<file path="src/design/autotest_params.svh">
// ==========================================================================
// width, block size, result base and SPI clock divider macros
// ==========================================================================

`ifndef AUTOTEST_PARAMS_SVH
`define AUTOTEST_PARAMS_SVH

// UUT operand and result widths
`define AT_IN1_W 32
`define AT_IN2_W 32
`define AT_OUT_W 32

// short blocks on the simplified card
`define AT_BLOCK_BYTES 16

// test k writes its result to block AT_RESULT_BASE+k
`define AT_RESULT_BASE 256

// clk cycles per sclk half period, at least 2
`define AT_SCLK_DIV 2

`endif

</file>
<file path="src/design/autotest_pkg.sv">
// ==========================================================================
// shared vector typedefs and state enums of the self-test harness
// ==========================================================================

`include "autotest_params.svh"

package autotest_pkg;

  typedef logic [`AT_IN1_W-1:0] in1_t;
  typedef logic [`AT_IN2_W-1:0] in2_t;
  typedef logic [`AT_OUT_W-1:0] out_t;

  typedef logic [7:0]  byte_t;
  typedef logic [31:0] blk_addr_t;
  typedef logic [7:0]  test_idx_t;
  typedef logic [1:0]  clk_sel_t;
  typedef logic [31:0] debug_t;

  // sequencer states, the code shows up in debug word 2
  typedef enum logic [3:0] {
    ST_HDR_REQ,
    ST_HDR_READ,
    ST_VEC_REQ,
    ST_VEC_READ,
    ST_RUN,
    ST_WR_REQ,
    ST_WR_WAIT,
    ST_DONE
  } fsm_state_t;

  typedef enum logic [3:0] {
    SP_IDLE,
    SP_CMD,
    SP_R1,
    SP_TOKEN,
    SP_RDATA,
    SP_RCRC,
    SP_WTOKEN,
    SP_WDATA,
    SP_WCRC,
    SP_DRESP,
    SP_WBUSY
  } spi_state_t;

endpackage

</file>
<file path="src/design/sd_spi_host.sv">
// ==========================================================================
// SPI master for SD single-block read (CMD17) and write (CMD24)
// ==========================================================================

`include "autotest_params.svh"

module sd_spi_host import autotest_pkg::*; (
  input  logic      clk,
  input  logic      rst_n,
  input  logic      r_block,
  input  logic      w_block,
  input  blk_addr_t block_addr,
  input  byte_t     data_in,
  output byte_t     data_out,
  output logic      byte_valid,
  output logic      byte_req,
  output logic      busy,
  output logic      err,
  output logic      cs,
  output logic      sclk,
  output logic      mosi,
  input  logic      miso
);

  localparam logic [7:0] DIV_LAST  = 8'(`AT_SCLK_DIV - 1);
  // first half period is one cycle short, the launch cycle fills it
  localparam logic [7:0] DIV_START = 8'd1;
  localparam logic [7:0] BLK_LAST  = 8'(`AT_BLOCK_BYTES - 1);
  localparam logic [7:0] POLL_LAST = 8'd63;

  spi_state_t state;
  spi_state_t nxt_state;
  logic       fail;
  blk_addr_t  addr_q;
  logic       is_write;
  logic [7:0] cnt;
  logic       shifting;
  logic [7:0] div_cnt;
  logic [2:0] bit_cnt;
  byte_t      tx_shift;
  byte_t      rx_shift;
  byte_t      tx_byte;
  logic       half_done;
  logic       byte_done;

  assign half_done = shifting && (div_cnt == DIV_LAST);
  // eighth falling edge closes the byte
  assign byte_done = half_done && sclk && (bit_cnt == 3'd7);

  assign mosi       = tx_shift[7];
  assign data_out   = rx_shift;
  assign byte_valid = byte_done && (state == SP_RDATA);
  assign byte_req   = !shifting && (state == SP_WDATA);

  // next byte on the wire
  always_comb begin
    case (state)
      SP_CMD: begin
        case (cnt)
          8'd0:    tx_byte = is_write ? 8'h58 : 8'h51;
          8'd1:    tx_byte = addr_q[31:24];
          8'd2:    tx_byte = addr_q[23:16];
          8'd3:    tx_byte = addr_q[15:8];
          8'd4:    tx_byte = addr_q[7:0];
          // dummy crc
          default: tx_byte = 8'hff;
        endcase
      end
      SP_WTOKEN: tx_byte = 8'hfe;
      SP_WDATA:  tx_byte = data_in;
      default:   tx_byte = 8'hff;
    endcase
  end

  // decided at the end of every byte
  always_comb begin
    nxt_state = state;
    fail      = 1'b0;
    case (state)
      SP_CMD: begin
        if (cnt == 8'd5)
          nxt_state = SP_R1;
      end
      SP_R1: begin
        if (!rx_shift[7]) begin
          nxt_state = is_write ? SP_WTOKEN : SP_TOKEN;
        end else if (cnt == POLL_LAST) begin
          nxt_state = SP_IDLE;
          fail      = 1'b1;
        end
      end
      SP_TOKEN: begin
        if (rx_shift == 8'hfe) begin
          nxt_state = SP_RDATA;
        end else if (cnt == POLL_LAST) begin
          nxt_state = SP_IDLE;
          fail      = 1'b1;
        end
      end
      SP_RDATA: begin
        if (cnt == BLK_LAST)
          nxt_state = SP_RCRC;
      end
      SP_RCRC: begin
        if (cnt == 8'd1)
          nxt_state = SP_IDLE;
      end
      SP_WTOKEN: nxt_state = SP_WDATA;
      SP_WDATA: begin
        if (cnt == BLK_LAST)
          nxt_state = SP_WCRC;
      end
      SP_WCRC: begin
        if (cnt == 8'd1)
          nxt_state = SP_DRESP;
      end
      SP_DRESP: begin
        // data response token is xxx0sss1, accepted = 0x05
        if (rx_shift != 8'hff) begin
          nxt_state = (rx_shift[4:0] == 5'h05) ? SP_WBUSY : SP_IDLE;
          fail      = (rx_shift[4:0] != 5'h05);
        end else if (cnt == POLL_LAST) begin
          nxt_state = SP_IDLE;
          fail      = 1'b1;
        end
      end
      // card holds miso low while programming
      SP_WBUSY: begin
        if (rx_shift != 8'h00)
          nxt_state = SP_IDLE;
      end
      default: nxt_state = state;
    endcase
  end

  always_ff @(posedge clk) begin
    if (!rst_n) begin
      state    <= SP_IDLE;
      addr_q   <= '0;
      is_write <= 1'b0;
      cnt      <= '0;
      shifting <= 1'b0;
      div_cnt  <= '0;
      bit_cnt  <= '0;
      tx_shift <= 8'hff;
      rx_shift <= 8'hff;
      sclk     <= 1'b0;
      cs       <= 1'b1;
      busy     <= 1'b0;
      err      <= 1'b0;
    end else begin
      // mode 0 bit engine, sample on rise and shift on fall
      if (shifting) begin
        if (half_done) begin
          div_cnt <= '0;
          sclk    <= !sclk;
          if (!sclk) begin
            rx_shift <= {rx_shift[6:0], miso};
          end else begin
            tx_shift <= {tx_shift[6:0], 1'b1};
            bit_cnt  <= bit_cnt + 3'd1;
            if (bit_cnt == 3'd7)
              shifting <= 1'b0;
          end
        end else begin
          div_cnt <= div_cnt + 8'd1;
        end
      end else if (state != SP_IDLE) begin
        shifting <= 1'b1;
        div_cnt  <= DIV_START;
        bit_cnt  <= '0;
        tx_shift <= tx_byte;
      end

      if (state == SP_IDLE) begin
        if (r_block || w_block) begin
          state    <= SP_CMD;
          is_write <= w_block;
          addr_q   <= block_addr;
          cnt      <= '0;
          busy     <= 1'b1;
          cs       <= 1'b0;
          err      <= 1'b0;
        end
      end else if (byte_done) begin
        state <= nxt_state;
        cnt   <= (nxt_state == state) ? cnt + 8'd1 : 8'd0;
        if (nxt_state == SP_IDLE) begin
          busy <= 1'b0;
          cs   <= 1'b1;
          err  <= fail;
        end
      end
    end
  end

  a_one_cmd: assert property (@(posedge clk) disable iff (!rst_n) !(r_block && w_block));
  // requests only land on an idle host
  a_no_req_busy: assert property (@(posedge clk) disable iff (!rst_n)
    (r_block || w_block) |-> !busy);

endmodule

</file>
<file path="src/design/autotest_fsm.sv">
// ==========================================================================
// test sequencer: header load, vector read, UUT run, result write back
// and the debug word mux
// ==========================================================================

`include "autotest_params.svh"

module autotest_fsm import autotest_pkg::*; (
  input  logic       clk,
  input  logic       rst_n,
  output logic       r_block,
  output logic       w_block,
  output blk_addr_t  block_addr,
  input  byte_t      data_out,
  input  logic       byte_valid,
  input  logic       byte_req,
  output byte_t      data_in,
  input  logic       busy,
  input  logic       err,
  output logic       rst_uut,
  input  logic       end_uut,
  output in1_t       in1,
  output in2_t       in2,
  input  out_t       out,
  output clk_sel_t   clk_sel,
  input  logic [1:0] sw_debug,
  output debug_t     debug,
  output logic       done
);

  localparam int IN1_BYTES = `AT_IN1_W / 8;
  localparam int IN2_BYTES = `AT_IN2_W / 8;
  localparam int OUT_BYTES = `AT_OUT_W / 8;

  fsm_state_t state;
  test_idx_t  num_tests;
  test_idx_t  idx;
  out_t       result;
  logic [7:0] byte_cnt;
  logic       end_meta;
  logic       end_sync;
  logic       err_flag;

  // request states last one cycle, the host is idle there
  assign r_block = (state == ST_HDR_REQ) || (state == ST_VEC_REQ);
  assign w_block = (state == ST_WR_REQ);

  always_comb begin
    case (state)
      ST_VEC_REQ: block_addr = blk_addr_t'(idx) + 32'd1;
      ST_WR_REQ:  block_addr = blk_addr_t'(`AT_RESULT_BASE) + blk_addr_t'(idx);
      default:    block_addr = '0;
    endcase
  end

  // result msb first, zero padded to the block end
  always_comb begin
    data_in = '0;
    if (byte_cnt < OUT_BYTES)
      data_in = byte_t'(result >> (8 * (OUT_BYTES - 1 - byte_cnt)));
  end

  always_ff @(posedge clk) begin
    if (!rst_n) begin
      state     <= ST_HDR_REQ;
      num_tests <= '0;
      idx       <= '0;
      clk_sel   <= '0;
      byte_cnt  <= '0;
      end_meta  <= 1'b0;
      end_sync  <= 1'b0;
      rst_uut   <= 1'b1;
      err_flag  <= 1'b0;
      done      <= 1'b0;
    end else begin
      end_meta <= end_uut;
      end_sync <= end_meta;
      case (state)
        ST_HDR_REQ: begin
          byte_cnt <= '0;
          state    <= ST_HDR_READ;
        end
        ST_HDR_READ: begin
          if (byte_valid) begin
            byte_cnt <= byte_cnt + 8'd1;
            if (byte_cnt == 8'd0)
              num_tests <= data_out;
            if (byte_cnt == 8'd1)
              clk_sel <= data_out[1:0];
          end
          if (!busy) begin
            if (err || num_tests == '0) begin
              err_flag <= err;
              done     <= 1'b1;
              state    <= ST_DONE;
            end else begin
              state <= ST_VEC_REQ;
            end
          end
        end
        ST_VEC_REQ: begin
          byte_cnt <= '0;
          state    <= ST_VEC_READ;
        end
        ST_VEC_READ: begin
          if (byte_valid)
            byte_cnt <= byte_cnt + 8'd1;
          if (!busy) begin
            if (err) begin
              err_flag <= 1'b1;
              done     <= 1'b1;
              state    <= ST_DONE;
            end else begin
              rst_uut <= 1'b0;
              state   <= ST_RUN;
            end
          end
        end
        ST_RUN: begin
          if (end_sync) begin
            rst_uut <= 1'b1;
            state   <= ST_WR_REQ;
          end
        end
        ST_WR_REQ: begin
          byte_cnt <= '0;
          state    <= ST_WR_WAIT;
        end
        ST_WR_WAIT: begin
          if (byte_req)
            byte_cnt <= byte_cnt + 8'd1;
          if (!busy) begin
            if (err) begin
              err_flag <= 1'b1;
              done     <= 1'b1;
              state    <= ST_DONE;
            end else begin
              // idx ends at the number of completed tests
              idx <= idx + 8'd1;
              if (idx + 8'd1 == num_tests) begin
                done  <= 1'b1;
                state <= ST_DONE;
              end else begin
                state <= ST_VEC_REQ;
              end
            end
          end
        end
        default: state <= ST_DONE;
      endcase
    end
  end

  // operands and result
  always_ff @(posedge clk) begin
    if (state == ST_VEC_READ && byte_valid) begin
      if (byte_cnt < IN1_BYTES)
        in1 <= {in1[`AT_IN1_W-9:0], data_out};
      else if (byte_cnt < IN1_BYTES + IN2_BYTES)
        in2 <= {in2[`AT_IN2_W-9:0], data_out};
    end
    if (state == ST_RUN && end_sync)
      result <= out;
  end

  always_comb begin
    case (sw_debug)
      2'd0:    debug = {16'h0000, num_tests, idx};
      2'd1:    debug = debug_t'(result);
      // state in 11:8, error flag in bit 1, done in bit 0
      2'd2:    debug = {16'h0000, 4'h0, state, 6'd0, err_flag, done};
      default: debug = debug_t'(in1);
    endcase
  end

  // the UUT leaves reset only while a vector runs
  a_uut_rst: assert property (@(posedge clk) disable iff (!rst_n)
    !rst_uut |-> state == ST_RUN);

endmodule

</file>
<file path="src/design/uut_clk_gen.sv">
// ==========================================================================
// UUT clock divider: clk/4, clk/2 or clk
// ==========================================================================

module uut_clk_gen import autotest_pkg::*; (
  input  logic     clk,
  input  logic     rst_n,
  input  clk_sel_t clk_sel,
  output logic     clk_uut
);

  logic [1:0] div_cnt;
  clk_sel_t   sel_q;

  always_ff @(posedge clk) begin
    if (!rst_n) begin
      div_cnt <= '0;
      sel_q   <= '0;
    end else begin
      div_cnt <= div_cnt + 2'd1;
      sel_q   <= clk_sel;
    end
  end

  // select is static for a whole run, so a plain mux is enough
  // 1x passes clk, 01 gives clk/2, 00 gives clk/4
  assign clk_uut = sel_q[1] ? clk : (sel_q[0] ? div_cnt[0] : div_cnt[1]);

endmodule

</file>
<file path="src/design/autotest_top.sv">
// ==========================================================================
// harness top: sequencer, SD SPI host and UUT clock divider
// ==========================================================================

module autotest_top import autotest_pkg::*; (
  input  logic       clk,
  input  logic       rst_n,
  output logic       cs,
  output logic       sclk,
  output logic       mosi,
  input  logic       miso,
  output logic       rst_uut,
  input  logic       end_uut,
  output in1_t       in1,
  output in2_t       in2,
  input  out_t       out,
  output logic       clk_uut,
  input  logic [1:0] sw_debug,
  output debug_t     debug,
  output logic       done
);

  logic      spi_r_block;
  logic      spi_w_block;
  blk_addr_t spi_block_addr;
  byte_t     spi_data_out;
  byte_t     spi_data_in;
  logic      spi_byte_valid;
  logic      spi_byte_req;
  logic      spi_busy;
  logic      spi_err;
  clk_sel_t  clk_sel;

  autotest_fsm u_fsm (
    .clk        (clk),
    .rst_n      (rst_n),
    .r_block    (spi_r_block),
    .w_block    (spi_w_block),
    .block_addr (spi_block_addr),
    .data_out   (spi_data_out),
    .byte_valid (spi_byte_valid),
    .byte_req   (spi_byte_req),
    .data_in    (spi_data_in),
    .busy       (spi_busy),
    .err        (spi_err),
    .rst_uut    (rst_uut),
    .end_uut    (end_uut),
    .in1        (in1),
    .in2        (in2),
    .out        (out),
    .clk_sel    (clk_sel),
    .sw_debug   (sw_debug),
    .debug      (debug),
    .done       (done)
  );

  sd_spi_host u_spi (
    .clk        (clk),
    .rst_n      (rst_n),
    .r_block    (spi_r_block),
    .w_block    (spi_w_block),
    .block_addr (spi_block_addr),
    .data_in    (spi_data_in),
    .data_out   (spi_data_out),
    .byte_valid (spi_byte_valid),
    .byte_req   (spi_byte_req),
    .busy       (spi_busy),
    .err        (spi_err),
    .cs         (cs),
    .sclk       (sclk),
    .mosi       (mosi),
    .miso       (miso)
  );

  uut_clk_gen u_clk_gen (
    .clk     (clk),
    .rst_n   (rst_n),
    .clk_sel (clk_sel),
    .clk_uut (clk_uut)
  );

endmodule

</file>
<file path="config.mk">
export PLATFORM = sky130hd
export DESIGN_NAME = autotest_top
export DESIGN_NICKNAME = d
export VERILOG_FILES = /design/src/design/autotest_pkg.sv /design/src/design/sd_spi_host.sv /design/src/design/autotest_fsm.sv /design/src/design/uut_clk_gen.sv /design/src/design/autotest_top.sv
export VERILOG_INCLUDE_DIRS = /design/src /design/src/design
export SDC_FILE = /design/constraint.sdc
export NUM_CORES = 1
export LEC_CHECK = 0
export BUFFER_PORTS_ARGS = -buffer_cell sky130_fd_sc_hd__buf_2
export CAP_MARGIN = 5
export CORE_MARGIN = 8
export CORE_UTILIZATION = 30
export CTS_CLUSTER_SIZE = 40
export DETAILED_ROUTE_END_ITERATION = 6
export HOLD_SLACK_MARGIN = 0.03
export PLACE_DENSITY_LB_ADDON = 0.05
export REMOVE_ABC_BUFFERS = 1
export SLEW_MARGIN = 5
export SYNTH_ARGS = -nofsm -noshare
export SYNTH_HDL_FRONTEND = slang
export SYNTH_SLANG_ARGS = --single-unit
</file>
<file path="constraint.sdc">
create_clock -name clk -period 6.4 [get_ports clk]
set_input_delay 0 -clock clk [delete_from_list [all_inputs] [get_ports clk]]
set_output_delay 0 -clock clk [all_outputs]
set_load 0.02 [all_outputs]
</file>
==> flow_metrics.env, run 1 <==
export IMPL_dp_hpwl_mm=20.0
export IMPL_place_inst=1326
export IMPL_synth_area_mm2=0.00883
export IMPL_critPathCaptureType="output pin"
export IMPL_overflow=0
export IMPL_synth_cell_types=69
export IMPL_ant_nets=0
export IMPL_synth_edf_count=96
export IMPL_cts_resized=0
export IMPL_tightest_slew_ps=994
export IMPL_synth_flop_cell="edfxtp_1"
export IMPL_core_area_mm2=0.0293
export IMPL_yosysMostFrequentCell="edfxtp_1"
export IMPL_fin_skew_ps=17.3
export IMPL_synthCells=835
export IMPL_power_leakage_nw=4.33
export IMPL_setup_tns_ps=0
export IMPL_cp_max_fo=2
export IMPL_cp_buffers_inverters=3
export IMPL_yosysSeqAreaShare_pct=53.5
export IMPL_rr_worst_depth=8
export IMPL_grt_max_degree=48
export IMPL_crit_chain="clkbuf_16, clkbuf_16, nand2_1, o21ai_0, buf_2"
export IMPL_yosys_warnings=0
export IMPL_wl_per_cell_um=19.7
export IMPL_synthTopCellsByArea="edfxtp_1 33%, dfxtp_1 21%, mux2i_1 5.3%, nand2_1 3.7%, mux4_2 3.3%"
export IMPL_slowest_delay_ps=200
export IMPL_hold_viol=0
export IMPL_dieArea_mm2=0.0352
export IMPL_setup_worst_path_start_class="clock port"
export IMPL_antenna_found_initial=0
export IMPL_peakVddDrop_mv=0.177
export IMPL_rsz0062_at_grt="false"
export IMPL_whs_path_depth=2
export IMPL_cp_required_ps=6400
export IMPL_hold_ws_ps=162
export IMPL_grtUsageTotal_pct=15.8
export IMPL_drtPass1Iterations=4
export IMPL_finalNonFillerCells=1397
export IMPL_use_met3_pct=3.66
export IMPL_tritoncts="yes"
export IMPL_fp_row_count=63
export IMPL_maxCapViolCount=0
export IMPL_vias=6928
export IMPL_synth_commonest_cells="96 x edfxtp_1, 92 x dfxtp_1, 88 x nand2_1"
export IMPL_clkTransAtPathRegs_ps=70
export IMPL_worst_path_stages=5
export IMPL_yosysTopAreaCell="edfxtp_1"
export IMPL_io_buffers=139
export IMPL_n_antenna_cell=0
export IMPL_cp_common_cell="clkbuf_16"
export IMPL_finalSetupViolCount=0
export IMPL_layout_drive_gt1_share_pct=20.8
export IMPL_ys_async_sr_fraction_pct=0
export IMPL_drt_wl_total_mm=27.5
export IMPL_fillers=2977
export IMPL_die_y_um=188
export IMPL_cp_top_family="buffers and inverters"
export IMPL_synth_top_area_share_pct=32.6
export IMPL_critPathKind="clock port to output pin"
export IMPL_avgSynthCellArea_um2=10.6
export IMPL_drtIter0Drc=461
export IMPL_slew_headroom_pct=33.6
export IMPL_status="finished clean"
export IMPL_synth_seq_cells=188
export IMPL_cpMaxStageDelayCell="buf_2"
export IMPL_insertion_delay_ps=550
export IMPL_cp_arrival_ps=3810
export IMPL_area_delta_synth_final_pct=23.6
export IMPL_grtUsageMet1_pct=20.5
export IMPL_io_pins=140
export IMPL_power_density_mw_per_mm2=307
export IMPL_grt_busiest_layer="met2"
export IMPL_viasPerCell=4.96
export IMPL_die_width_um=188
export IMPL_grt_use_met2_pct=25.9
export IMPL_slew_violations=0
export IMPL_drc=0
export IMPL_hold_class="input pin to flip-flop"
export IMPL_grt_pass1_wl_mm=43.6
export IMPL_place_congestion=0.795
export IMPL_num_nets_final=1046
export IMPL_initial_core_util_pct=30.1
export IMPL_grt_pass1_vias=7116
[layer usage]
| layer | vias to the layer above | share of wire (%) | wire length [um] |
|---|---|---|---|
| met5 | - | 0 | 0 |
| met4 | 0 | 1.2 | 343 |
| met3 | 28 | 4.1 | 1130 |
| met2 | 157 | 48 | 13200 |
| met1 | 3353 | 47 | 12800 |
| li1 | 3390 | - | - |
[layout by cell type (no fill, tap or decap), types with 24 or more instances in the layout]
cell           Yosys  final
inv_1             26     26
nand3_1           26     26
a21oi_1           40     40
nand2_1           88     88
nor2_1            72     72
buf_2              1    139
o21ai_0           54     54
dfxtp_1           92     92
dlygate4sd3_1      0     36
edfxtp_1          96     96
nor2b_1           24     24
mux2i_1           47     47
[stage by stage]
| step | util (%) | setup slack [ps] | area [um^2] | power [mW] |
|---|---|---|---|---|
| after floorplan | - | 1230 | 8660 | 1.94 |
| after global placement | 33.8 | 2960 | 9920 | 2.26 |
| after detailed placement | 33.8 | 2960 | 9920 | 2.25 |
| after CTS | 37.2 | 2530 | 10900 | 3.40 |
| after global routing | 37.2 | 2530 | 10900 | 3.53 |
| final | 37.2 | 2590 | 10900 | 3.35 |
[where the power goes]
part	total, mW	switching [mW]	internal (mW)	leakage [nW]
combinational	0.760	0.478	0.282	2.35
clock	1.11	0.523	0.591	0.312
sequential	1.47	0.140	1.33	1.67
total	3.35	1.14	2.21	4.33
[cells by family after synthesis]
group | count (synthesis) | synth area share, %
and+or+nand+nor | 302 | 17.3
buffers and inverters | 75 | 3.20
AOI/OAI and AO/OA | 167 | 12.2
muxes | 61 | 8.77
adders and majority gates | 14 | 1.98
DFF | 188 | 53.5
xor gates and xnor gates | 28 | 3.10
[state kept, by name, indices dropped and copies added, names as in the netlist, 3 cells and up]
register and cells:
u_fsm.idx 8, u_spi.bit_cnt 3, u_fsm.in2 32, u_fsm.in1 32, u_spi.data_out 8, u_fsm.result 32
u_fsm.byte_cnt 8, u_fsm.num_tests 8, u_spi.div_cnt 8, u_spi.cnt 8, u_spi.state 4, u_spi.tx_shift 8
u_spi.addr_q 9, u_fsm.state 3
[cell type report]
class	count	area (um^2)	area share (%)
clock buffer	21	505	4.63
timing repair buffer	183	1120	10.2
sequential	188	4720	43.3
multi-input combinational	572	3840	35.2
clock inverter	15	134	1.23
tap	390	488	4.47
inverter	28	105	0.963
[path summary, 6_finish.rpt]
path                startpoint               end  slack (ps)
setup reg to reg  u_spi.cnt[0]      u_spi.cnt[3]        2960
setup / recovery           clk           clk_uut        2590
hold reg to reg   u_fsm.in2[8]     u_fsm.in2[16]         440
hold / removal         out[30]  u_fsm.result[30]         160
[repair_timing]
action / CTS / global route
setup endpoints to repair: 0 / 0
setup buffers: 0 / 0
hold buffers: 36 / 0
hold endpoints to repair: 52 / 0
Note: power is estimated with default switching activity, not from simulation.
==> run 2, diff against run 1 <==
- clock period: 6.4 -> 4 ns (I/O delays scaled with it)
==> run 2 against run 1 <==
Final area grew 1.1%. Sequential cell count unchanged. Count of clock-buffer cells in the layout rose by 1. Largest cell class unchanged. Hold slack got worse by 15 ps. Clock power up 70%. Sequential share of layout area shrank 0.45 points. Global-route usage shrank 0.074 points. Routed wire length up 1.0%. Critical endpoint is now u_spi.cnt[3]. Setup slack worse by 1700 ps.
==> flow_metrics.env, run 2 (synthesis gave the netlist of run 1 again) <==
export IMPL_status="finished clean"
export IMPL_grt_pass1_wl_mm=43.4
export IMPL_antenna_found_initial=0
export IMPL_power_density_mw_per_mm2=497
export IMPL_fp_row_count=63
export IMPL_setup_worst_path_start_class="flip-flop"
export IMPL_p_int_mw=3.59
export IMPL_drc=0
export IMPL_switchingPower_mw=1.88
export IMPL_overflow=0
export IMPL_layout_drive_gt1_share_pct=21.6
export IMPL_slowest_delay_ps=710
export IMPL_critPathKind="flip-flop to flip-flop"
export IMPL_die_y_um=188
export IMPL_drt_wl_total_mm=27.7
export IMPL_cp_max_fo=19
export IMPL_seq_power_share_pct=42.7
export IMPL_cp_required_ps=4480
export IMPL_num_nets_final=1055
export IMPL_fin_crit_sh_pct=78.4
export IMPL_cp_buffers_inverters=1
export IMPL_insertion_delay_ps=570
export IMPL_combPwrFrac_pct=22.8
export IMPL_finalSetupViolCount=0
export IMPL_slew_violations=0
export IMPL_n_antenna_cell=0
export IMPL_drtPass1Iterations=5
export IMPL_dp_hpwl_mm=20.0
export IMPL_cp_top_family="compound AO/OA/AOI/OAI gates"
export IMPL_core_area_mm2=0.0293
export IMPL_stdcell_area_mm2=0.0110
export IMPL_maxCapViolCount=0
export IMPL_ant_nets=0
export IMPL_slew_headroom_pct=36.3
export IMPL_clkTransAtPathRegs_ps=80
export IMPL_top_regs="u_fsm.in1: 32 flops, u_fsm.in2: 32 flops, u_fsm.result: 32 flops"
export IMPL_regToRegSetupSlack_ps=860
export IMPL_crit_chain="nand3_1, nor4_1, buf_4, o21ai_0, a221oi_1, mux2i_1, nand3_1, o21ai_0"
export IMPL_place_area_mm2=0.00999
export IMPL_hold_viol=0
export IMPL_layout_common_cells="139 x buf_2, 96 x edfxtp_1, 92 x dfxtp_1"
export IMPL_die_width_um=188
export IMPL_power_leakage_nw=4.41
export IMPL_dieArea_mm2=0.0352
export IMPL_io_pins=140
export IMPL_viasPerCell=4.94
export IMPL_multi_input_area_mm2=0.00384
export IMPL_fillers=2994
export IMPL_fmax_mhz=319
export IMPL_cpMaxStageDelayCell="dfxtp_1"
export IMPL_grtUsageTotal_pct=15.7
export IMPL_drtIter0Drc=407
export IMPL_wl_per_cell_um=19.7
export IMPL_swShare_pct=34.4
export IMPL_tightest_slew_ps=942
export IMPL_grt_max_degree=34
export IMPL_seq_area_mm2=0.00472
export IMPL_peakVddDrop_mv=0.261
export IMPL_tritoncts="yes"
export IMPL_cp_arrival_ps=3620
export IMPL_area_delta_synth_final_pct=24.9
export IMPL_place_congestion=0.817
export IMPL_p_clk_share_pct=34.5
export IMPL_hold_class="input pin to flip-flop"
export IMPL_vias=6951
export IMPL_mostFrequentLayoutCell="buf_2"
export IMPL_rsz0062_at_grt="false"
export IMPL_io_buffers=139
export IMPL_post_route_min_period_ps=3140
export IMPL_initial_core_util_pct=30.1
export IMPL_grt_pass1_vias=7103
export IMPL_critPathCaptureType="flip-flop"
export IMPL_setup_tns_ps=0
export IMPL_fin_skew_ps=22.9
-- run 2: final timing paths --
kind | end | depth (start not counted) | start
worst max-delay path | u_spi.cnt[3] | 8 | u_spi.cnt[2]
worst min-delay path | u_fsm.result[17] | 2 | out[17]
worst max register to register | u_spi.cnt[3] | 8 | u_spi.cnt[2]
worst min register to register | u_fsm.in2[8] | 0 | u_fsm.in2[0]
-- run 2: per-stage QoR --
| stage | setup WS [ps] | instances | hold WS [ps] | total power, mW | utilization [%] |
|---|---|---|---|---|---|
| 2_1_floorplan | -1170 | 788 | 61.9 | 3.11 | - |
| 3_3_place_gp | 902 | 1335 | 178 | 3.63 | 34.1 |
| 3_5_place_dp | 823 | 1335 | 179 | 3.62 | 34.1 |
| 4_1_cts | 819 | 1406 | 126 | 5.56 | 37.6 |
| 5_1_grt | 498 | 1406 | 125 | 5.79 | 37.6 |
| 6_report | 864 | 1406 | 147 | 5.48 | 37.6 |
-- run 2: area by class of cell --
class | count | share of cell area [%]
Sequential cell | 188 | 42.8
Multi-Input combinational cell | 572 | 34.8
Timing Repair Buffer | 192 | 10.8
Clock buffer | 22 | 4.71
Tap cell | 390 | 4.42
Clock inverter | 14 | 1.52
Inverter | 28 | 0.953
-- run 2: metal layers --
metal | wire (um) | vias to the layer above | track usage [%]
met2 | 12900 | 150 | 25.6
li1 | - | 3393 | -
met1 | 13400 | 3390 | 20.6
met3 | 1170 | 18 | 3.84
met5 | 0 | - | 0
met4 | 295 | 0 | 4.21
-- run 2: power groups by stage --
stage               registers, mW  clock network [mW]  logic (mW)
floorplan                    2.34             0.00213       0.762
detailed placement           2.39             0.00305        1.23
global placement             2.39             0.00305        1.23
global route                 2.37                2.03        1.39
finish                       2.34                1.89        1.25
CTS                          2.34                1.95        1.26
-- run 2: worst register-to-register path: stages (launching register included) --
cell and delay [ps]:
dfxtp_1 710, nand3_1 220, nor4_1 370, buf_4 210
o21ai_0 80, a221oi_1 530, mux2i_1 560, nand3_1 200
o21ai_0 190
-- run 2: timing repair --
item                                    CTS  global route
endpoints found under the setup margin    0             0
buffers inserted                          0             0
resized for setup                         0             0
hold buffers                             36             0
endpoints found under the hold margin    49             0
